[src/include/rl_defs.svh]
// Width, cell capacity, cutoff and lookup table geometry macros
`ifndef RL_DEFS_SVH
`define RL_DEFS_SVH

// Particle position, unsigned per coordinate
`define RL_POS_WIDTH          15
`define RL_DIFF_WIDTH         (`RL_POS_WIDTH + 1)   // Signed difference

// Cell storage
`define RL_CELL_ADDR_WIDTH    5
`define RL_MAX_CELL_PARTICLES 32

// Cutoff on squared distance, exclusive
`define RL_R2_WIDTH           32
`define RL_CUTOFF_BITS        24
`define RL_CUTOFF_2           (32'd1 << `RL_CUTOFF_BITS)

// Force table geometry
`define RL_SEGMENT_WIDTH      4
`define RL_SEGMENT_NUM        9
`define RL_BIN_WIDTH          8
`define RL_LOOKUP_ADDR_WIDTH  (`RL_SEGMENT_WIDTH + `RL_BIN_WIDTH)
`define RL_LUT_DEPTH          (`RL_SEGMENT_NUM << `RL_BIN_WIDTH)

// Arithmetic
`define RL_COEF_WIDTH         16    // Signed coefficient
`define RL_FORCE_WIDTH        32

// Issue to force_out
`define RL_PIPE_LATENCY       4

`endif

[src/hdl/rl_pkg.sv]
// Position, pair id, filter and force output structs, lookup address union, controller states
`include "rl_defs.svh"

package rl_pkg;

	typedef struct packed {
		logic [`RL_POS_WIDTH-1:0] x;
		logic [`RL_POS_WIDTH-1:0] y;
		logic [`RL_POS_WIDTH-1:0] z;
	} position_t;

	// Particle ids of one pair, also the ids on the output
	typedef struct packed {
		logic [`RL_CELL_ADDR_WIDTH-1:0] home;
		logic [`RL_CELL_ADDR_WIDTH-1:0] neighbor;
	} pair_id_t;

	typedef struct packed {
		logic [`RL_SEGMENT_WIDTH-1:0] segment;
		logic [`RL_BIN_WIDTH-1:0]     bin;
	} lut_field_t;

	// Filter builds segment and bin, table indexes the flat word
	typedef union packed {
		lut_field_t                       field;
		logic [`RL_LOOKUP_ADDR_WIDTH-1:0] flat;
	} lut_addr_u;

	typedef struct packed {
		logic                             valid;
		pair_id_t                         pair;
		logic signed [`RL_DIFF_WIDTH-1:0] dx;
		logic signed [`RL_DIFF_WIDTH-1:0] dy;
		logic signed [`RL_DIFF_WIDTH-1:0] dz;
		lut_addr_u                        addr;
	} filter_out_t;

	typedef struct packed {
		logic                              valid;
		pair_id_t                          pair;
		logic signed [`RL_FORCE_WIDTH-1:0] fx;
		logic signed [`RL_FORCE_WIDTH-1:0] fy;
		logic signed [`RL_FORCE_WIDTH-1:0] fz;
	} force_out_t;

	typedef enum logic [1:0] {st_idle, st_run, st_drain, st_done} ctrl_state_t;

endpackage

[src/hdl/cell_position_mem.sv]
// Home and neighbor cell position storage with registered pair read
`timescale 1ns/1ps
`include "rl_defs.svh"

module cell_position_mem (
	input  logic                           clk,
	input  logic                           we,
	input  logic                           cell_sel,  // 0 home, 1 neighbor
	input  logic [`RL_CELL_ADDR_WIDTH-1:0] waddr,
	input  rl_pkg::position_t              wdata,
	input  rl_pkg::pair_id_t               pair,      // Read indices
	output rl_pkg::position_t              home_pos,
	output rl_pkg::position_t              neighbor_pos
);
	import rl_pkg::*;

	position_t home_mem [`RL_MAX_CELL_PARTICLES];
	position_t nbr_mem  [`RL_MAX_CELL_PARTICLES];

	// Load port, only used between runs
	always_ff @(posedge clk) begin
		if (we) begin
			if (cell_sel)
				nbr_mem[waddr] <= wdata;
			else
				home_mem[waddr] <= wdata;
		end
	end

	// Both cells read together, one cycle latency
	always_ff @(posedge clk) begin
		home_pos     <= home_mem[pair.home];
		neighbor_pos <= nbr_mem[pair.neighbor];
	end

endmodule

[config.mk]
export PLATFORM = sky130hd
export DESIGN_NAME = cell_position_mem
export DESIGN_NICKNAME = d
export VERILOG_FILES = /design/src/hdl/rl_pkg.sv /design/src/hdl/cell_position_mem.sv
export VERILOG_INCLUDE_DIRS = /design/src /design/src/include
export SDC_FILE = /design/constraint.sdc
export NUM_CORES = 2
export LEC_CHECK = 0
export BUFFER_PORTS_ARGS = -buffer_cell sky130_fd_sc_hd__buf_2
export CAP_MARGIN = 15
export CORE_MARGIN = 3
export CORE_UTILIZATION = 28
export DETAILED_ROUTE_END_ITERATION = 6
export GPL_ROUTABILITY_DRIVEN = 0
export SLEW_MARGIN = 40
export SYNTH_ARGS = -nofsm -noshare
export SYNTH_HDL_FRONTEND = slang
export SYNTH_SLANG_ARGS = --single-unit
[constraint.sdc]
create_clock -name clk -period 3.8 [get_ports clk]
set_input_delay 0 -clock clk [delete_from_list [all_inputs] [get_ports clk]]
set_output_delay 0 -clock clk [all_outputs]
set_load 0.03 [all_outputs]
==> results.yml <==
outcome:
  outcome: "finished, final reports clean"
clock_network:
  tritoncts: "done"
  clk_pin_slew_ps: 60
  htree_levels: 5
  numCtsBuffers: 270
  cts-root-buf: "clkbuf_16"
  insertion_delay_ps: 860
  cts_buffer_depth: 4
  cts.sinks: 2970
timing:
  rsz0062_at_grt: "no"
  setup_viol: 0
  clock_skew_ps: 47.1
  fin_tns_setup_ps: 0
  setup_ws_ps: 1150
  fin_crit_ps: 2660
  maxSlewViolCount: 0
  slew_headroom_pct: 41.7
  finalHoldViolCount: 0
  period_share_pct: 69.9
  tightest_slew_ps: 874
  fmax_mhz: 377
setup_path:
  path_class: "in2reg"
  path_max_fanout: 67
  crit_arrival_ps: 3380
  crit_start: "pair[2]"
  startpoint_type: "input pin"
  cp_data_required_time_ps: 4530
  worstReg2RegStart: "nbr_mem[20][11]"
  reg2reg_depth: 6
  endpoint_kind: "register"
synth:
  syn_nets: 6376
  synth_area_mm2: 0.114
  synth_async_sr_flop_share_pct: 0
  syn_area_per_cell_um2: 18.0
  yosysUniqueCellTypes: 26
  ys.flop_type: "edfxtp_1"
  yosys_warnings: 0
  synth_edf_count: 2880
  syn_inst: 6313
  yosys_register_bits: 2970
  yosysSeqAreaShare_pct: 77.7
route:
  route.detailed.drc: 0
  firstDrtPassIters: 6
  vias: 58425
  ant_nets: 0
  vias_per_cell: 4.74
  drt_iter0_markers: 5312
  wl_per_cell_um: 23.7
  wirelength_mm: 292
final_layout:
  syn2layout_area_growth_pct: 15.8
  num-nets-final: 6766
  layout_commonest_cell: "edfxtp_1"
  layout-drive-gt1-share_pct: 12.5
  final_cell_mix: "edfxtp_1, mux2i_1, clkbuf_16, nand2_1, nand3_1"
floorplan:
  die_w_um: 643
  rows: 233
  start_util_pct: 28.2
  die_h_um: 643
  die_area_mm2: 0.413
  io_pins: 153
  core-area_mm2: 0.403
global_route:
  grt_max_degree: 106
  grt_pass1_vias: 58495
  grt_overflow: 0
  antenna_found_initial: 26
  grt_pass1_wl_mm: 419
  gr-usage-all-layers_pct: 13.6
pwr:
  p_per_area_mw_per_mm2: 505
  switching_power_uw: 14400
  seqPwrFrac_pct: 54.9
  p_leak_uw: 0.0446
  intPower_uw: 52000
  power_frac_comb_pct: 5.7
  irDropWorstVdd_mv: 0.370
  p_sw_share_pct: 21.7
  power_frac_clock_pct: 39.4
job:
  cap_violations: 0
min_path:
  min_from: "pair[8]"
  min_path_type: "in2reg"
  worstHoldPathCells: 5
placement:
  port_buffers: 152
  dp_slack_ps: 1300
  dp_hpwl_mm: 170
cells in the mapped netlist (3+ instances only):
cell	number	area [um^2]
buf_2	73	365
a22o_1	180	1580
a22oi_1	270	2030
buf_4	83	623
edfxtp_1	2880	86500
nor2_1	66	248
dfxtp_1	90	1800
clkbuf_1	136	510
nor3_1	90	450
nand2b_1	4	25.0
a21oi_1	270	1350
a31oi_1	90	563
nor2b_1	7	43.8
mux2i_1	1440	14400
nand3_1	275	1380
nand3b_1	3	22.5
nand2_1	276	1040
buf_1	23	86.3
buf_6	45	507
cell families (layout without fill, tap and decap cells):
family	after synthesis	count (layout)	share of synthesized area [%]
other cells	0	17	0
simple gates	731	731	2.88
compound gates	810	810	4.86
mux	1440	1440	12.7
flops	2970	2970	77.7
buf+inv	362	959	1.85
path summary, 6_finish.rpt:
kind                                          to  slack [ps]
worst max register to register  neighbor_pos[11]        1820
worst min-delay path                home_pos[15]          50
worst min register to register       home_pos[1]         580
worst max-delay path            neighbor_pos[11]        1150
per-layer routing:
metal | vias up | routed length, um | track usage (%)
met5 | - | 39 | 0
met4 | 6 | 9810 | 4.77
met3 | 403 | 14300 | 1.62
met2 | 1764 | 149000 | 24.0
met1 | 30407 | 119000 | 17.1
li1 | 25845 | - | -
state kept, by name (all words and copies together) (netlist names):
signal and cells:
home_mem 1440, nbr_mem 1440, home_pos 45, neighbor_pos 45
critical path, cell delays in order:
cell and delay (ps):
dlygate4sd3_1 510, buf_2 170, nor2b_4 160, dlygate4sd3_1 690
buf_12 330, nand2_1 80, dlygate4sd3_1 570, a31oi_1 120
dlygate4sd3_1 560, nand3_1 60
power by group through the flow:
stage / logic, uW / registers [uW] / clock network (uW)
2_1_floorplan: 1780 / 37300 / 0
3_3_place_gp: 3660 / 37200 / 0
3_5_place_dp: 3720 / 37200 / 0
4_1_cts: 3800 / 36500 / 26700
5_1_grt: 3980 / 36500 / 27900
6_report: 3770 / 36500 / 26200
area by class of cell:
type / instances / area [um^2]
fillers: 38369 / 272000
clock inverters: 102 / 865
multi-input cells: 2981 / 23800
clock buffers: 377 / 7500
repair buffers: 480 / 4340
flip-flops and latches: 2970 / 88300
diodes: 17 / 42.5
well taps: 5405 / 6760
through the flow:
step / utilization [%] / power, uW / area [um^2] / hold slack [ps] / cells
6_report: 32.6 / 66400 / 132000 / 45.8 / 12332
5_1_grt: 32.6 / 68400 / 132000 / 42.1 / 12327
4_1_cts: 32.6 / 67000 / 131000 / 2.07 / 12309
2_1_floorplan: - / 39100 / 114000 / 98.9 / 6313
3_3_place_gp: 30.3 / 40800 / 122000 / 382 / 11760
3_5_place_dp: 30.3 / 40900 / 122000 / 389 / 11766
repair_timing:
action                    in CTS  in global routing
resized for setup              0                  0
buffers inserted               0                  0
hold endpoints to repair    2249                  0
hold buffers                  64                  0
No activity file was read; power rests on OpenSTA's default activity.
