--- config.mk ---
export PLATFORM = sky130hd
export DESIGN_NAME = rl_controller
export DESIGN_NICKNAME = d
export VERILOG_FILES = /design/src/hdl/rl_pkg.sv /design/src/hdl/rl_controller.sv
export VERILOG_INCLUDE_DIRS = /design/src /design/src/include
export SDC_FILE = /design/constraint.sdc
export NUM_CORES = 1
export LEC_CHECK = 0
export BUFFER_PORTS_ARGS = -buffer_cell sky130_fd_sc_hd__clkbuf_2
export CORE_AREA = 2 2 39 41
export DETAILED_ROUTE_END_ITERATION = 10
export DIE_AREA = 0 0 41 43
export HOLD_SLACK_MARGIN = 0.05
export PLACE_DENSITY_LB_ADDON = 0.25
export SLEW_MARGIN = 15
export SYNTH_ARGS = -nofsm -noshare
export SYNTH_HDL_FRONTEND = slang
export SYNTH_SLANG_ARGS = --single-unit
--- constraint.sdc ---
create_clock -name clk -period 3 [get_ports clk]
set_clock_uncertainty 0.05 [all_clocks]
set_input_delay 0.6 -clock clk [delete_from_list [all_inputs] [get_ports clk]]
set_output_delay 0.6 -clock clk [all_outputs]
set_load 0.1 [all_outputs]
--- src/include/rl_defs.svh ---
// Width, cell capacity, cutoff and lookup table geometry macros
`ifndef RL_DEFS_SVH
`define RL_DEFS_SVH

// Particle position, unsigned per coordinate
`define RL_POS_WIDTH          15
`define RL_DIFF_WIDTH         (`RL_POS_WIDTH + 1)   // Signed difference

// Cell storage
`define RL_CELL_ADDR_WIDTH    5
`define RL_MAX_CELL_PARTICLES 32

// Cutoff on squared distance, exclusive
`define RL_R2_WIDTH           32
`define RL_CUTOFF_BITS        24
`define RL_CUTOFF_2           (32'd1 << `RL_CUTOFF_BITS)

// Force table geometry
`define RL_SEGMENT_WIDTH      4
`define RL_SEGMENT_NUM        9
`define RL_BIN_WIDTH          8
`define RL_LOOKUP_ADDR_WIDTH  (`RL_SEGMENT_WIDTH + `RL_BIN_WIDTH)
`define RL_LUT_DEPTH          (`RL_SEGMENT_NUM << `RL_BIN_WIDTH)

// Arithmetic
`define RL_COEF_WIDTH         16    // Signed coefficient
`define RL_FORCE_WIDTH        32

// Issue to force_out
`define RL_PIPE_LATENCY       4

`endif

--- src/hdl/rl_pkg.sv ---
// Position, pair id, filter and force output structs, lookup address union, controller states
`include "rl_defs.svh"

package rl_pkg;

	typedef struct packed {
		logic [`RL_POS_WIDTH-1:0] x;
		logic [`RL_POS_WIDTH-1:0] y;
		logic [`RL_POS_WIDTH-1:0] z;
	} position_t;

	// Particle ids of one pair, also the ids on the output
	typedef struct packed {
		logic [`RL_CELL_ADDR_WIDTH-1:0] home;
		logic [`RL_CELL_ADDR_WIDTH-1:0] neighbor;
	} pair_id_t;

	typedef struct packed {
		logic [`RL_SEGMENT_WIDTH-1:0] segment;
		logic [`RL_BIN_WIDTH-1:0]     bin;
	} lut_field_t;

	// Filter builds segment and bin, table indexes the flat word
	typedef union packed {
		lut_field_t                       field;
		logic [`RL_LOOKUP_ADDR_WIDTH-1:0] flat;
	} lut_addr_u;

	typedef struct packed {
		logic                             valid;
		pair_id_t                         pair;
		logic signed [`RL_DIFF_WIDTH-1:0] dx;
		logic signed [`RL_DIFF_WIDTH-1:0] dy;
		logic signed [`RL_DIFF_WIDTH-1:0] dz;
		lut_addr_u                        addr;
	} filter_out_t;

	typedef struct packed {
		logic                              valid;
		pair_id_t                          pair;
		logic signed [`RL_FORCE_WIDTH-1:0] fx;
		logic signed [`RL_FORCE_WIDTH-1:0] fy;
		logic signed [`RL_FORCE_WIDTH-1:0] fz;
	} force_out_t;

	typedef enum logic [1:0] {st_idle, st_run, st_drain, st_done} ctrl_state_t;

endpackage

--- src/hdl/rl_controller.sv ---
// Run sequencing FSM for idle, run, drain and done
`timescale 1ns/1ps

module rl_controller (
	input  logic clk,
	input  logic reset,
	input  logic start,
	input  logic last_pair,     // Counter sits on the final pair
	input  logic pipe_busy,     // Any visible stage valid
	output logic pair_en,
	output logic counter_clear,
	output logic done
);
	import rl_pkg::*;

	ctrl_state_t state;
	ctrl_state_t next_state;
	logic        busy_q;        // pipe_busy one cycle back
	logic        accept_start;

	// Start only counts from idle or done
	assign accept_start = start && (state == st_idle || state == st_done);

	always_ff @(posedge clk) begin
		if (reset) begin
			state  <= st_idle;
			busy_q <= 1'b0;
		end else begin
			state  <= next_state;
			busy_q <= pipe_busy;
		end
	end

	always_comb begin
		next_state = state;
		case (state)
			st_idle: begin
				if (accept_start)
					next_state = st_run;   // First issue next cycle
			end
			st_run: begin
				if (last_pair)
					next_state = st_drain; // Final pair goes out this cycle
			end
			st_drain: begin
				// Table read stage inside the lut unit is not in pipe_busy
				// Two quiet cycles in a row mean nothing is left in flight
				if (!pipe_busy && !busy_q)
					next_state = st_done;
			end
			st_done: begin
				if (accept_start)
					next_state = st_run;
			end
			default: next_state = st_idle;
		endcase
	end

	assign pair_en       = (state == st_run);  // One pair per cycle
	assign counter_clear = accept_start;       // Indices back to zero
	assign done          = (state == st_done); // Level until next start

endmodule

==> impl_metrics.ini <==
[detailed_routing]
wl_per_cell_microns = 7.563
drtAntennaViolNets = 0
dr.pass1.iters = 4
vias_per_cell = 3.396
drc_errors = 0
vias = 163
totalWireLength_microns = 363
drt_iter0_drc = 3

[sta]
setup_tns_ps = 0
slew_headroom_pct = 64.12
hold_viol = 0
maxSlewViolCount = 0
rsz0062_at_grt = false
fmax_mhz = 448.2
period_share_pct = 74.36
period_needed_ps = 2231
tightest_slew_ps = 540.5
setup_viol = 0

[pwr]
p_total_w = 0.0002971
ir_worst_vdd_mv = 0.2902
p_seq_share_pct = 19.8
power.switching_w = 0.0001542
p_leak_nw = 0.1433
p_sw_share_pct = 51.92
power_frac_comb_pct = 56.3
internal_power_w = 0.0001428
power.density_nw_per_um2 = 1084
pwr-share-clk_pct = 23.9

[min_path]
hold_path_end = busy_q$_SDFF_PP0_
hold_path.startpoint = pipe_busy
hold_depth = 2
hp-class = primary input to flop

[run_status]
status = finished, final reports clean

[synth]
synth.avg_cell_area_sq_um = 9.175
post-synth-top-area-fraction_pct = 31.17
syn_nets = 30
synth.cells.most_frequent = ha_1 (4), inv_1 (4), nor2_1 (4), dfxtp_1 (3), mux2_1 (2)
synth_top_cell_by_area = dfxtp_1
syn_area_sq_um = 192.7
synthesis.instances = 21
ys_async_sr_fraction_pct = 0
yosysWarnings = 0
synth_edf_count = 0
synth_cell_types = 9
synth_seq_cells = 3
seq_area_frac_synth_pct = 31.17
synthTopCellsByArea = dfxtp_1 (31%), ha_1 (26%), mux2_1 (12%)
synthFlopType = dfxtp_1

[placed_design]
dp_cells = 44
io_buffer_count = 7
dpl_cell_area_sq_um = 247.7
gp_congestion = 0.6415

[layout]
n_antenna_cell = 0
fill_cells = 155
stdcell_count = 48
nNetsFinal = 42
syn2layout_area_growth_pct = 42.21
finish.instance_area_sq_um = 274.0
drive_above_1_share_pct = 37.50

[floorplan]
die_width_microns = 41
core_area_sq_um = 1384
fp.dieArea_sq_um = 1763
die_height_microns = 43
num_rows = 14
io_pins = 8
initial_utilization_pct = 13.92

[critical_path]
crit_family = buffers and inverters
rrSetupSlack_ps = 1400
startpoint_type = flop
worst_path_max_delay_cell = clkbuf_2
cp-startpoint = state[0]$_SDFFE_PP0P_
critPathBufInv = 2
reg2reg_from = state[0]$_SDFFE_PP0P_
worst_setup_path_end_kind = output pin
critical_path_arrival_ps = 1580
critPathMaxStageDelay_ps = 440
reg2regPathDepth = 5
path_max_fanout = 4
path_cells = inv_1 > ha_1 > and2_2 > clkbuf_2
required_ps = 2350
r2r_end = state[0]$_SDFFE_PP0P_
critPathKind = flop to output pin

[clock_network]
cts.clk_slew.worst_paths_ps = 40
htree_levels = 1
cts_sinks = 3
cts_resized = 0
hold_buffers = 0
post_cts_buffers = 0
cts_root_buf = clkbuf_4
cts_tree = done
cts-buffers-inserted = 3
cts_buffer_depth = 2
clock_latency_ps = 230

[grt]
grt.total_usage_pct = 6.018
grt_start_max_net_pins = 6
grt_pass1_wl_microns = 641
grt_overflow = 0
grt_antenna_before_repair = 0
first_global_vias = 167

[run]
maxCapViolations = 0
-- metal layers --
layer  part of all wire (%)  GRT usage (%)  wire [microns]  up-vias
li1                       -              -               -       87
met1                     50          8.013             181       66
met2                     37          6.250             134       10
met3                     13          1.571              47        0
met4                      0          8.000               0        0
met5                      0              0               0        -
-- power by group through the flow --
stage	logic [W]	clock network (W)	registers (W)
final	0.000167	0.0000710	0.0000588
after global routing	0.000182	0.0000784	0.0000608
after CTS	0.000169	0.0000760	0.0000589
after detailed placement	0.000168	0	0.0000596
after global placement	0.000169	0	0.0000595
after floorplan	0.000148	0	0.0000574
-- state kept, by name, summed over array words and instances (netlist names) --
signal	cells
busy_q	1
state	2
-- worst max path at each step --
stage | to | slack, ps | cells past startpoint
2_1_floorplan | state[0]$_SDFFE_PP0P_ | 980 | 5
3_3_place_gp | counter_clear | 1010 | 4
3_5_place_dp | counter_clear | 1010 | 4
4_1_cts | counter_clear | 750 | 4
5_1_grt | counter_clear | 660 | 4
6_report | counter_clear | 770 | 4
-- layout by cell type (no fill, tap or decap), drive strengths merged --
master,synthesis,layout
and2,1,1
clkbuf,0,11
dfxtp,3,3
ha,4,4
inv,4,4
mux2,2,2
nor2,4,4
nor2b,1,1
o21ai,1,1
o221a,1,1
-- through the flow --
stage / hold slack [ps] / util (%) / setup WS, ps
final: 546.4 / 19.80 / 769.1
after global routing: 569.4 / 19.80 / 663.4
after CTS: 535.7 / 19.80 / 752.2
after detailed placement: 639.5 / 17.90 / 1010
after global placement: 634.4 / 17.90 / 1008
after floorplan: 563.9 / - / 978.2
-- cell families (layout without fill, tap and decap cells) --
logic type	count (synthesis)	count (layout)	synth area share, %
buffers and inverters	4	15	7.790
adder cells (fa/ha/maj)	4	4	25.98
multiplexers	2	2	11.69
AND/OR/NAND/NOR	6	6	14.94
AO/OA/AOI/OAI	2	2	8.439
flip-flops	3	3	31.17
-- cell type report --
| type | instances | area [sq um] | share of cell area, % |
|---|---|---|---|
| flip-flops and latches | 3 | 60.06 | 21.92 |
| well taps | 16 | 20.02 | 7.306 |
| repair buffers | 7 | 35.03 | 12.79 |
| multi-input cells | 14 | 117.6 | 42.92 |
| clock buffers | 4 | 26.28 | 9.589 |
| inverters | 4 | 15.01 | 5.479 |
No activity file was read; power rests on OpenSTA's default activity.
