`src/include/rl_defs.svh`:
```
// Width, cell capacity, cutoff and lookup table geometry macros
`ifndef RL_DEFS_SVH
`define RL_DEFS_SVH

// Particle position, unsigned per coordinate
`define RL_POS_WIDTH          15
`define RL_DIFF_WIDTH         (`RL_POS_WIDTH + 1)   // Signed difference

// Cell storage
`define RL_CELL_ADDR_WIDTH    5
`define RL_MAX_CELL_PARTICLES 32

// Cutoff on squared distance, exclusive
`define RL_R2_WIDTH           32
`define RL_CUTOFF_BITS        24
`define RL_CUTOFF_2           (32'd1 << `RL_CUTOFF_BITS)

// Force table geometry
`define RL_SEGMENT_WIDTH      4
`define RL_SEGMENT_NUM        9
`define RL_BIN_WIDTH          8
`define RL_LOOKUP_ADDR_WIDTH  (`RL_SEGMENT_WIDTH + `RL_BIN_WIDTH)
`define RL_LUT_DEPTH          (`RL_SEGMENT_NUM << `RL_BIN_WIDTH)

// Arithmetic
`define RL_COEF_WIDTH         16    // Signed coefficient
`define RL_FORCE_WIDTH        32

// Issue to force_out
`define RL_PIPE_LATENCY       4

`endif

```
`src/hdl/rl_pkg.sv`:
```
// Position, pair id, filter and force output structs, lookup address union, controller states
`include "rl_defs.svh"

package rl_pkg;

	typedef struct packed {
		logic [`RL_POS_WIDTH-1:0] x;
		logic [`RL_POS_WIDTH-1:0] y;
		logic [`RL_POS_WIDTH-1:0] z;
	} position_t;

	// Particle ids of one pair, also the ids on the output
	typedef struct packed {
		logic [`RL_CELL_ADDR_WIDTH-1:0] home;
		logic [`RL_CELL_ADDR_WIDTH-1:0] neighbor;
	} pair_id_t;

	typedef struct packed {
		logic [`RL_SEGMENT_WIDTH-1:0] segment;
		logic [`RL_BIN_WIDTH-1:0]     bin;
	} lut_field_t;

	// Filter builds segment and bin, table indexes the flat word
	typedef union packed {
		lut_field_t                       field;
		logic [`RL_LOOKUP_ADDR_WIDTH-1:0] flat;
	} lut_addr_u;

	typedef struct packed {
		logic                             valid;
		pair_id_t                         pair;
		logic signed [`RL_DIFF_WIDTH-1:0] dx;
		logic signed [`RL_DIFF_WIDTH-1:0] dy;
		logic signed [`RL_DIFF_WIDTH-1:0] dz;
		lut_addr_u                        addr;
	} filter_out_t;

	typedef struct packed {
		logic                              valid;
		pair_id_t                          pair;
		logic signed [`RL_FORCE_WIDTH-1:0] fx;
		logic signed [`RL_FORCE_WIDTH-1:0] fy;
		logic signed [`RL_FORCE_WIDTH-1:0] fz;
	} force_out_t;

	typedef enum logic [1:0] {st_idle, st_run, st_drain, st_done} ctrl_state_t;

endpackage

```
`src/hdl/pair_counter.sv`:
```
// Nested home and neighbor index counter with last-pair flag
`timescale 1ns/1ps
`include "rl_defs.svh"

module pair_counter (
	input  logic                          clk,
	input  logic                          reset,
	input  logic                          clear,
	input  logic                          enable,
	input  logic [`RL_CELL_ADDR_WIDTH:0]  home_count,     // 1 to 32
	input  logic [`RL_CELL_ADDR_WIDTH:0]  neighbor_count, // 1 to 32
	output rl_pkg::pair_id_t              pair,
	output logic                          last_pair
);
	import rl_pkg::*;

	logic [`RL_CELL_ADDR_WIDTH-1:0] home_idx;
	logic [`RL_CELL_ADDR_WIDTH-1:0] nbr_idx;
	logic                           last_home;
	logic                           last_nbr;

	// Compare one bit wider so a count of 32 still matches index 31
	assign last_nbr  = ({1'b0, nbr_idx} == neighbor_count - 1'b1);
	assign last_home = ({1'b0, home_idx} == home_count - 1'b1);
	assign last_pair = last_home && last_nbr; // 1 by 1 is last at once

	always_ff @(posedge clk) begin
		if (reset || clear) begin
			home_idx <= '0;
			nbr_idx  <= '0;
		end else if (enable) begin
			if (last_nbr) begin
				nbr_idx <= '0;                // Neighbor wraps
				if (last_home)
					home_idx <= '0;           // Whole walk done
				else
					home_idx <= home_idx + 1'b1;
			end else begin
				nbr_idx <= nbr_idx + 1'b1;    // Neighbor walks fastest
			end
		end
	end

	assign pair.home     = home_idx;
	assign pair.neighbor = nbr_idx;

endmodule

```
`config.mk`:
```
export PLATFORM = sky130hd
export DESIGN_NAME = pair_counter
export DESIGN_NICKNAME = d
export VERILOG_FILES = /design/src/hdl/rl_pkg.sv /design/src/hdl/pair_counter.sv
export VERILOG_INCLUDE_DIRS = /design/src /design/src/include
export SDC_FILE = /design/constraint.sdc
export NUM_CORES = 1
export LEC_CHECK = 0
export ABC_AREA = 1
export BUFFER_PORTS_ARGS = -buffer_cell sky130_fd_sc_hd__buf_2
export CAP_MARGIN = 20
export CORE_MARGIN = 4
export CORE_UTILIZATION = 55
export DETAILED_ROUTE_END_ITERATION = 12
export GPL_ROUTABILITY_DRIVEN = 0
export GPL_TIMING_DRIVEN = 0
export PLACE_DENSITY = 0.86
export SLEW_MARGIN = 30
export SYNTH_ARGS = -nofsm -noshare
export SYNTH_HDL_FRONTEND = slang
export SYNTH_SLANG_ARGS = --single-unit
```
`constraint.sdc`:
```
create_clock -name clk -period 2.6 [get_ports clk]
set_input_delay 0.26 -clock clk [delete_from_list [all_inputs] [get_ports clk]]
set_output_delay 0.26 -clock clk [all_outputs]
set_load 0.1 [all_outputs]
```
==> results.md <==
* Mapped Area at 939.7 um2
* Vias per cell at 5.180
* Clock Skew at 0.005484 ns
* Routed WL at 2290 um
* DR iter-0 viols at 36
* Tot Pwr at 391.1 uW
* Remaining Overflow, GRT at 0
* Peak VDD IR at 0.0003526 V
* CP most frequent cell: nand2_1
* Leak pwr at 0.6279 nW
* Worst endpoint data arrival time at 1.96 ns
* Largest net degree at the start of global routing at 11
* Die height at 49.34 um
* Initial Utilization at 60.27%
* Delay-heaviest family, CP: simple AND/OR/NAND/NOR gates
* #FFs+latches synth at 10
* Final Max Slew Viols at 0
* Synth top area share at 21.30%
* Unrepaired setup endpoints after global routing: false
* Minimum clock period at 2.222 ns
* DIE AREA at 2434 um2
* First-pass GRT wire length at 3919 um
* Synth Instances at 161
* Syn nets at 181
* Syn avg cell area at 5.836 um2
* Overall routing resource usage at 20.51%
* Drt first pass iters at 4
* Crit path launch type: primary input
* Worst Path Required at 2.34 ns
* Final Setup Violations at 0
* Worst Max-Slew Pin Slew at 0.4898 ns
* Unique masters post-synth at 21
* DR DRC count at 0
* Die Wd at 49.34 um
* PD cells at 346.5 nW/um2
* Wire per inst at 11.12 um
* CTS hold repair buffers at 0
* Final ANT Viol Nets at 0
* Sequential share of the synthesized area at 21.30%
* Leading area contributor after synthesis: dfxtp_1
* Post-DP HPWL at 1803 um
* Total CTS buffers at 3
* Nets at 211
* Status: complete, no violations
* Ratio of cells with drive above 1 in the final layout at 22.11%
* Worst-path cell chain: buf_2 > inv_1 > ha_1 > nand2_1 > nor2_1 > nand2_1 > nand2_1 > nand2_1 > nor2_1 > nand2_1 > nor2_4 > buf_2
* Top post-synthesis cells by area: dfxtp_1, nand2_1, inv_1, nand3_1, nor2_1
* Top Ports at 27
* CTS H-Tree Depth at 1
* Max-cap viol count at 0
* HP Class: in -> reg
* Crit path largest cell delay at 0.42 ns
* Sink Count at 10
* YS warnings at 0
* Setup TNS at 0 ns
* Initial antenna violation count at 0
* Inserted Diodes at 0
* CTS max path bufs at 2
* Setup repair bufs after CTS at 0
* Max Clk Rate at 0.4500 GHz
* Critical path fanouts, max at 6
* CP max stage cell: buf_2
* Root Buffer: clkbuf_4
* Period Utilization, post-route at 85.47%
* Fin. Hold Viols at 0
* Num rows at 14
* Placeable core region at 1559 um2
* Area growth from synthesis to layout at 20.11%
* Crit. End Element: primary output
* Via count at 1067
* Clock-pin slew on the worst setup and hold paths at 0.07 ns
* Port buffer count at 25
* Worst-skew pair later-pin latency at 0.27 ns
* Relative slew slack at 67.57%
* CTS tree: yes
* Crit path buffers/inverters at 3
* Number of cells upsized or downsized after cts at 0
* Critical Setup Path Class: in -> out
* Vias in the first global route at 942
[area by class of cell]
| class | instances | area [um2] |
|---|---|---|
| multi-input combinational | 119 | 625.6 |
| fill | 133 | 430.4 |
| sequential | 10 | 200.2 |
| timing repair buffer | 25 | 125.1 |
| inverter | 31 | 116.4 |
| clock buffer | 4 | 36.28 |
| tap | 16 | 20.02 |
| buffer | 1 | 5.005 |
[worst min-delay path, cell delays in order]
cell	delay, ns
buf_2	0.08
nor2_2	0.08
nand2_1	0.08
nor2_1	0.03
[cell families (layout without fill, tap and decap cells)]
family,Yosys count,count (layout),share of synthesized area [%]
AOI/OAI and AO/OA,4,4,2.397
xor gates and xnor gates,8,8,7.457
adders and majority gates,4,4,5.326
buffers and inverters,32,61,12.92
DFF,10,10,21.30
and+or+nand+nor,103,103,50.60
[per-stage QoR]
step | util, % | std cells | cell area (um2) | setup WS (ns) | hold WS, ns
floorplan | - | 161 | 947.2 | 0.2154 | 0.4489
global placement | 70.06 | 202 | 1092 | 0.4733 | 0.5328
detailed placement | 70.06 | 202 | 1092 | 0.4423 | 0.5554
CTS | 72.39 | 206 | 1129 | 0.3991 | 0.3001
global route | 72.39 | 206 | 1129 | 0.2454 | 0.3156
finish | 72.39 | 206 | 1129 | 0.3777 | 0.3023
[path summary, 6_finish.rpt]
kind / cells past startpoint / end / slack [ns] / start
max: 12 / last_pair / 0.38 / home_count[0]
min: 4 / home_idx[3] / 0.30 / reset
max reg2reg: 11 / home_idx[4] / 1.13 / home_idx[1]
min reg2reg: 2 / nbr_idx[1] / 0.56 / nbr_idx[1]
[power breakdown]
group | internal [mW] | switching, mW | leakage, nW
Clock | 0.0851 | 0.0596 | 0.0210
Sequential | 0.154 | 0.00171 | 0.0807
Combinational | 0.0315 | 0.0588 | 0.526
[flip-flops by register name (all words and copies together) (netlist names)]
| name | count |
|---|---|
| home_idx | 5 |
| nbr_idx | 5 |
[cells in the mapped netlist (all sizes together)]
library cell / instances
dfxtp: 10
a21oi: 1
inv: 31
nor3: 2
xnor2: 3
nor2: 19
a21boi: 1
nand2: 55
buf: 1
xor2: 5
nand4: 4
o21ai: 2
ha: 4
nand3: 23
[metal layers]
| metal | vias up | share of wire, % | GRT usage [%] |
|---|---|---|---|
| met5 | - | 0 | 0 |
| met4 | 0 | 0.74 | 3.318 |
| met3 | 4 | 7.0 | 5.810 |
| met2 | 43 | 49 | 35.27 |
| met1 | 464 | 43 | 25.46 |
| li1 | 556 | - | - |
[layout by cell type, fill, tap and decap left out, types with 2 or more instances in the layout]
cell / Yosys / routed
xor2_1: 5 / 5
inv_1: 29 / 29
xnor2_1: 3 / 3
nor2_1: 16 / 15
nor2_4: 2 / 3
buf_2: 1 / 26
clkbuf_4: 0 / 3
ha_1: 4 / 4
dfxtp_1: 10 / 10
nand2_1: 52 / 52
inv_2: 2 / 2
nand3_1: 21 / 21
nand2_2: 3 / 3
nand4_1: 4 / 4
o21ai_0: 2 / 2
(Power assumes the default switching activity.)
