### src/include/rl_defs.svh
// Width, cell capacity, cutoff and lookup table geometry macros
`ifndef RL_DEFS_SVH
`define RL_DEFS_SVH

// Particle position, unsigned per coordinate
`define RL_POS_WIDTH          15
`define RL_DIFF_WIDTH         (`RL_POS_WIDTH + 1)   // Signed difference

// Cell storage
`define RL_CELL_ADDR_WIDTH    5
`define RL_MAX_CELL_PARTICLES 32

// Cutoff on squared distance, exclusive
`define RL_R2_WIDTH           32
`define RL_CUTOFF_BITS        24
`define RL_CUTOFF_2           (32'd1 << `RL_CUTOFF_BITS)

// Force table geometry
`define RL_SEGMENT_WIDTH      4
`define RL_SEGMENT_NUM        9
`define RL_BIN_WIDTH          8
`define RL_LOOKUP_ADDR_WIDTH  (`RL_SEGMENT_WIDTH + `RL_BIN_WIDTH)
`define RL_LUT_DEPTH          (`RL_SEGMENT_NUM << `RL_BIN_WIDTH)

// Arithmetic
`define RL_COEF_WIDTH         16    // Signed coefficient
`define RL_FORCE_WIDTH        32

// Issue to force_out
`define RL_PIPE_LATENCY       4

`endif

### src/hdl/rl_pkg.sv
// Position, pair id, filter and force output structs, lookup address union, controller states
`include "rl_defs.svh"

package rl_pkg;

	typedef struct packed {
		logic [`RL_POS_WIDTH-1:0] x;
		logic [`RL_POS_WIDTH-1:0] y;
		logic [`RL_POS_WIDTH-1:0] z;
	} position_t;

	// Particle ids of one pair, also the ids on the output
	typedef struct packed {
		logic [`RL_CELL_ADDR_WIDTH-1:0] home;
		logic [`RL_CELL_ADDR_WIDTH-1:0] neighbor;
	} pair_id_t;

	typedef struct packed {
		logic [`RL_SEGMENT_WIDTH-1:0] segment;
		logic [`RL_BIN_WIDTH-1:0]     bin;
	} lut_field_t;

	// Filter builds segment and bin, table indexes the flat word
	typedef union packed {
		lut_field_t                       field;
		logic [`RL_LOOKUP_ADDR_WIDTH-1:0] flat;
	} lut_addr_u;

	typedef struct packed {
		logic                             valid;
		pair_id_t                         pair;
		logic signed [`RL_DIFF_WIDTH-1:0] dx;
		logic signed [`RL_DIFF_WIDTH-1:0] dy;
		logic signed [`RL_DIFF_WIDTH-1:0] dz;
		lut_addr_u                        addr;
	} filter_out_t;

	typedef struct packed {
		logic                              valid;
		pair_id_t                          pair;
		logic signed [`RL_FORCE_WIDTH-1:0] fx;
		logic signed [`RL_FORCE_WIDTH-1:0] fy;
		logic signed [`RL_FORCE_WIDTH-1:0] fz;
	} force_out_t;

	typedef enum logic [1:0] {st_idle, st_run, st_drain, st_done} ctrl_state_t;

endpackage

### src/hdl/cutoff_filter.sv
// Distance components, squared distance, cutoff test and segment/bin address register
`timescale 1ns/1ps
`include "rl_defs.svh"

module cutoff_filter (
	input  logic                  clk,
	input  logic                  reset,
	input  logic                  in_valid,
	input  rl_pkg::pair_id_t      in_pair,
	input  rl_pkg::position_t     home_pos,
	input  rl_pkg::position_t     neighbor_pos,
	output rl_pkg::filter_out_t   out
);
	import rl_pkg::*;

	localparam int seg0_bits = 2 * `RL_BIN_WIDTH;   // r2 below 2^16 is segment 0
	localparam int seg_base  = seg0_bits - 1;       // Segment is msb minus this

	logic signed [`RL_DIFF_WIDTH-1:0] dx, dy, dz;
	logic signed [`RL_R2_WIDTH-1:0]   sq_x, sq_y, sq_z;
	logic [`RL_R2_WIDTH-1:0]          r2;
	logic                             keep;
	lut_addr_u                        addr;

	// Home minus neighbor, one extra bit for the sign
	assign dx = $signed({1'b0, home_pos.x}) - $signed({1'b0, neighbor_pos.x});
	assign dy = $signed({1'b0, home_pos.y}) - $signed({1'b0, neighbor_pos.y});
	assign dz = $signed({1'b0, home_pos.z}) - $signed({1'b0, neighbor_pos.z});

	assign sq_x = dx * dx;   // At most 2^30 each
	assign sq_y = dy * dy;
	assign sq_z = dz * dz;
	assign r2   = sq_x + sq_y + sq_z;   // Fits 32 bits unsigned

	assign keep = (r2 < `RL_CUTOFF_2);

	// Segment and bin from the leading one of r2
	always_comb begin
		addr.field.segment = '0;          // Segment 0 default
		addr.field.bin     = r2[seg0_bits-1 -: `RL_BIN_WIDTH];
		for (int i = seg0_bits; i < `RL_CUTOFF_BITS; i++) begin
			if (r2[i]) begin              // Highest set bit wins
				addr.field.segment = `RL_SEGMENT_WIDTH'(i - seg_base);
				addr.field.bin     = r2[i-1 -: `RL_BIN_WIDTH]; // Bits just below msb
			end
		end
	end

	always_ff @(posedge clk) begin
		out.pair <= in_pair;
		out.dx   <= dx;
		out.dy   <= dy;
		out.dz   <= dz;
		out.addr <= addr;
		if (reset)
			out.valid <= 1'b0;
		else
			out.valid <= in_valid && keep;  // Rejected pairs vanish here
	end

endmodule

### config.mk
export PLATFORM = sky130hd
export DESIGN_NAME = cutoff_filter
export DESIGN_NICKNAME = d
export VERILOG_FILES = /design/src/hdl/rl_pkg.sv /design/src/hdl/cutoff_filter.sv
export VERILOG_INCLUDE_DIRS = /design/src /design/src/include
export SDC_FILE = /design/constraint.sdc
export NUM_CORES = 2
export LEC_CHECK = 0
export ABC_AREA = 1
export BUFFER_PORTS_ARGS = -buffer_cell sky130_fd_sc_hd__buf_2
export CORE_MARGIN = 1.5
export CORE_UTILIZATION = 60
export DETAILED_ROUTE_END_ITERATION = 8
export HOLD_SLACK_MARGIN = 0.06
export PLACE_DENSITY = 0.79
export SYNTH_ARGS = -nofsm -noshare
export SYNTH_HDL_FRONTEND = slang
export SYNTH_SLANG_ARGS = --single-unit
### constraint.sdc
create_clock -name clk -period 13.8 [get_ports clk]
set_clock_uncertainty 0.05 [all_clocks]
set_input_delay 2.76 -clock clk [delete_from_list [all_inputs] [get_ports clk]]
set_output_delay 2.76 -clock clk [all_outputs]
set_load 0.02 [all_outputs]
==> impl_metrics.py <==
metrics = {
    "outcome": {
        "status": "completed",
    },
    "setup_path": {
        "crit_end": "out[5]$_DFF_P_",
        "start_kind": "input pin",
        "cpPeakStageDelay_ps": 550,
        "arrival_ps": 12370,
        "cp_max_fo": 22,
        "cp-startpoint": "home_pos[10]",
        "critPathSlowestCell": "fa_1",
        "end_kind": "flip-flop",
        "path_class": "input pin to flip-flop",
        "cp.required_ps": 14010,
    },
    "drt": {
        "routed_wl_mm": 75.92,
        "ant_nets": 0,
        "first_pass_iters": 6,
        "drtIter0Drc": 1421,
        "vias": 23200,
        "drcViolationCount": 0,
        "routed_via_density": 5.187,
        "wl_per_cell_um": 16.97,
    },
    "clock_network": {
        "cts_hold_buf": 0,
        "ctsRootBufferMaster": "clkbuf_16",
        "cts_buffers": 9,
        "ctsResizeCount": 0,
        "clock_sinks": 71,
        "clkTransAtPathRegs_ps": 70,
        "ctsLongestPathBuffers": 2,
        "cts_tree": "done",
        "post_cts_buffers": 0,
        "htreeDepth": 3,
    },
    "timing": {
        "tightest_slew_ps": 1053,
        "setup-violations-final": 0,
        "rsz0062_at_grt": "no",
        "final-hold-violation-count": 0,
        "tns_ps": 0,
        "period_share_pct": 88.06,
        "min_period_ps": 12150,
        "maxSlewViolCount": 0,
        "fmax_mhz": 82.28,
        "slew_headroom_pct": 29.82,
    },
    "global_routing": {
        "grt_max_degree": 24,
        "grt_overflow": 0,
        "grt_pass1_vias": 25270,
        "antenna_found_initial": 0,
        "grt_pass1_wl_mm": 124.3,
        "gr-usage-all-layers_pct": 30.19,
    },
    "placed_design": {
        "io_buffers": 173,
        "dp_hpwl_mm": 66.89,
        "gp_congestion": 0.9581,
    },
    "synthesis": {
        "netlist_instances": 3629,
        "ys_ff_latch": 71,
        "synthesis.nets": 4785,
        "ys_top_cells_by_area": "fa_1, inv_1, ha_1",
        "ys_seq_area_share_pct": 4.508,
        "avgSynthCellArea_um2": 8.689,
        "netlist.area_leader.share_pct": 52.19,
        "synth_top_cell_by_area": "fa_1",
        "netlist_area_um2": 31530,
        "ys.warnings.count": 0,
        "synth_cell_types": 55,
    },
    "floorplan": {
        "dieArea_um2": 53940,
        "die_height_um": 232.2,
        "boundaryPins": 174,
        "coreArea_um2": 51610,
        "std_cell_rows": 83,
        "start_util_pct": 61.09,
        "fp.dieW_um": 232.2,
    },
    "cells_and_area": {
        "fillers": 4218,
        "layout_commonest_cell": "inv_1",
        "areaGrowthSynthToFinish_pct": 6.127,
        "top_register": "out",
        "largest_reg_flops": 71,
        "mostFrequentLayoutCells": "inv_1, fa_1, nand2_1",
        "drive_above_1_share_pct": 9.153,
        "largestRegisters": "out (71)",
        "fin_nets": 4942,
    },
    "job": {
        "maxCapViolations": 0,
    },
    "worst_hold_path": {
        "min_path_type": "input pin to flip-flop",
    },
}
[through the flow]
stage	util (%)	instances	worst slack [ps]	hold slack [ps]	cell area (um2)
after global placement	64.20	4455	1508	2812	33130
after floorplan	-	3629	2487	2738	31530
after CTS	64.83	4471	1667	2409	33460
after global routing	64.83	4471	1076	2409	33460
final	64.83	4473	1647	2424	33460
after detailed placement	64.20	4455	1288	2814	33130
[worst min path at each step]
stage	from	end	slack [ps]	depth (start not counted)
5_1_grt	in_pair[9]	out[69]$_DFF_P_	2410	1
4_1_cts	in_pair[9]	out[69]$_DFF_P_	2410	1
2_1_floorplan	in_pair[0]	out[60]$_DFF_P_	2740	0
3_3_place_gp	in_pair[9]	out[69]$_DFF_P_	2810	1
6_report	in_pair[6]	out[66]$_DFF_P_	2420	1
3_5_place_dp	in_pair[6]	out[66]$_DFF_P_	2810	1
[logic make-up (layout without fill, tap and decap cells)]
kind of cell / after synthesis / in the layout / share of synthesized area (%)
compound gates: 161 / 161 / 3.214
xor+xnor: 48 / 48 / 1.667
fa+ha+maj: 1053 / 1053 / 61.35
buf+inv: 1292 / 1454 / 15.76
flops: 71 / 71 / 4.508
other cells: 1 / 3 / 0.01189
simple gates: 1003 / 1003 / 13.49
[synth_stat cells, drive strengths merged]
cell,number
o21ai,29
a21oi,92
or2,13
o2111ai,2
nor4,4
o211ai,7
dfxtp,71
nor3,20
o21a,1
ha,231
o221ai,1
buf,32
a221oi,1
nand2,503
nand3b,4
a21o,4
a31o,1
conb,1
o21bai,17
a31oi,4
xor2,32
and3,1
fa,822
clkbuf,22
clkinv,3
nor2,364
nand3,81
nand4,13
a21boi,2
xnor2,16
inv,1235
[per-layer routing]
layer / vias to the layer above / GRT usage, % / wire length [um]
li1: 10510 / - / -
met1: 11550 / 36.43 / 27070
met2: 844 / 51.77 / 38910
met3: 293 / 4.641 / 5259
met4: 0 / 16.78 / 4686
met5: - / 0 / 0
[area by class of cell]
cell class,instances,area (um2),share of cell area [%]
repair buffers,200,1069,3.193
clock buffers,10,229.0,0.6842
clock inverters,6,95.09,0.2842
diodes,2,5.005,0.01496
inverters,1238,4652,13.90
multi-input cells,2266,25140,75.13
flip-flops and latches,71,1421,4.248
well taps,680,850.8,2.543
[worst max-delay path, delay by kind of cell]
kind                     cells  cell delay, ps
AO/OA/AOI/OAI                5             980
XOR/XNOR                     1             310
adder cells (fa/ha/maj)     11            5280
buffers and inverters       12            1590
AND/OR/NAND/NOR             11            1440
Power is not shown: default switching activity piles up to over one toggle a cycle in this logic, so the estimate is an artifact.
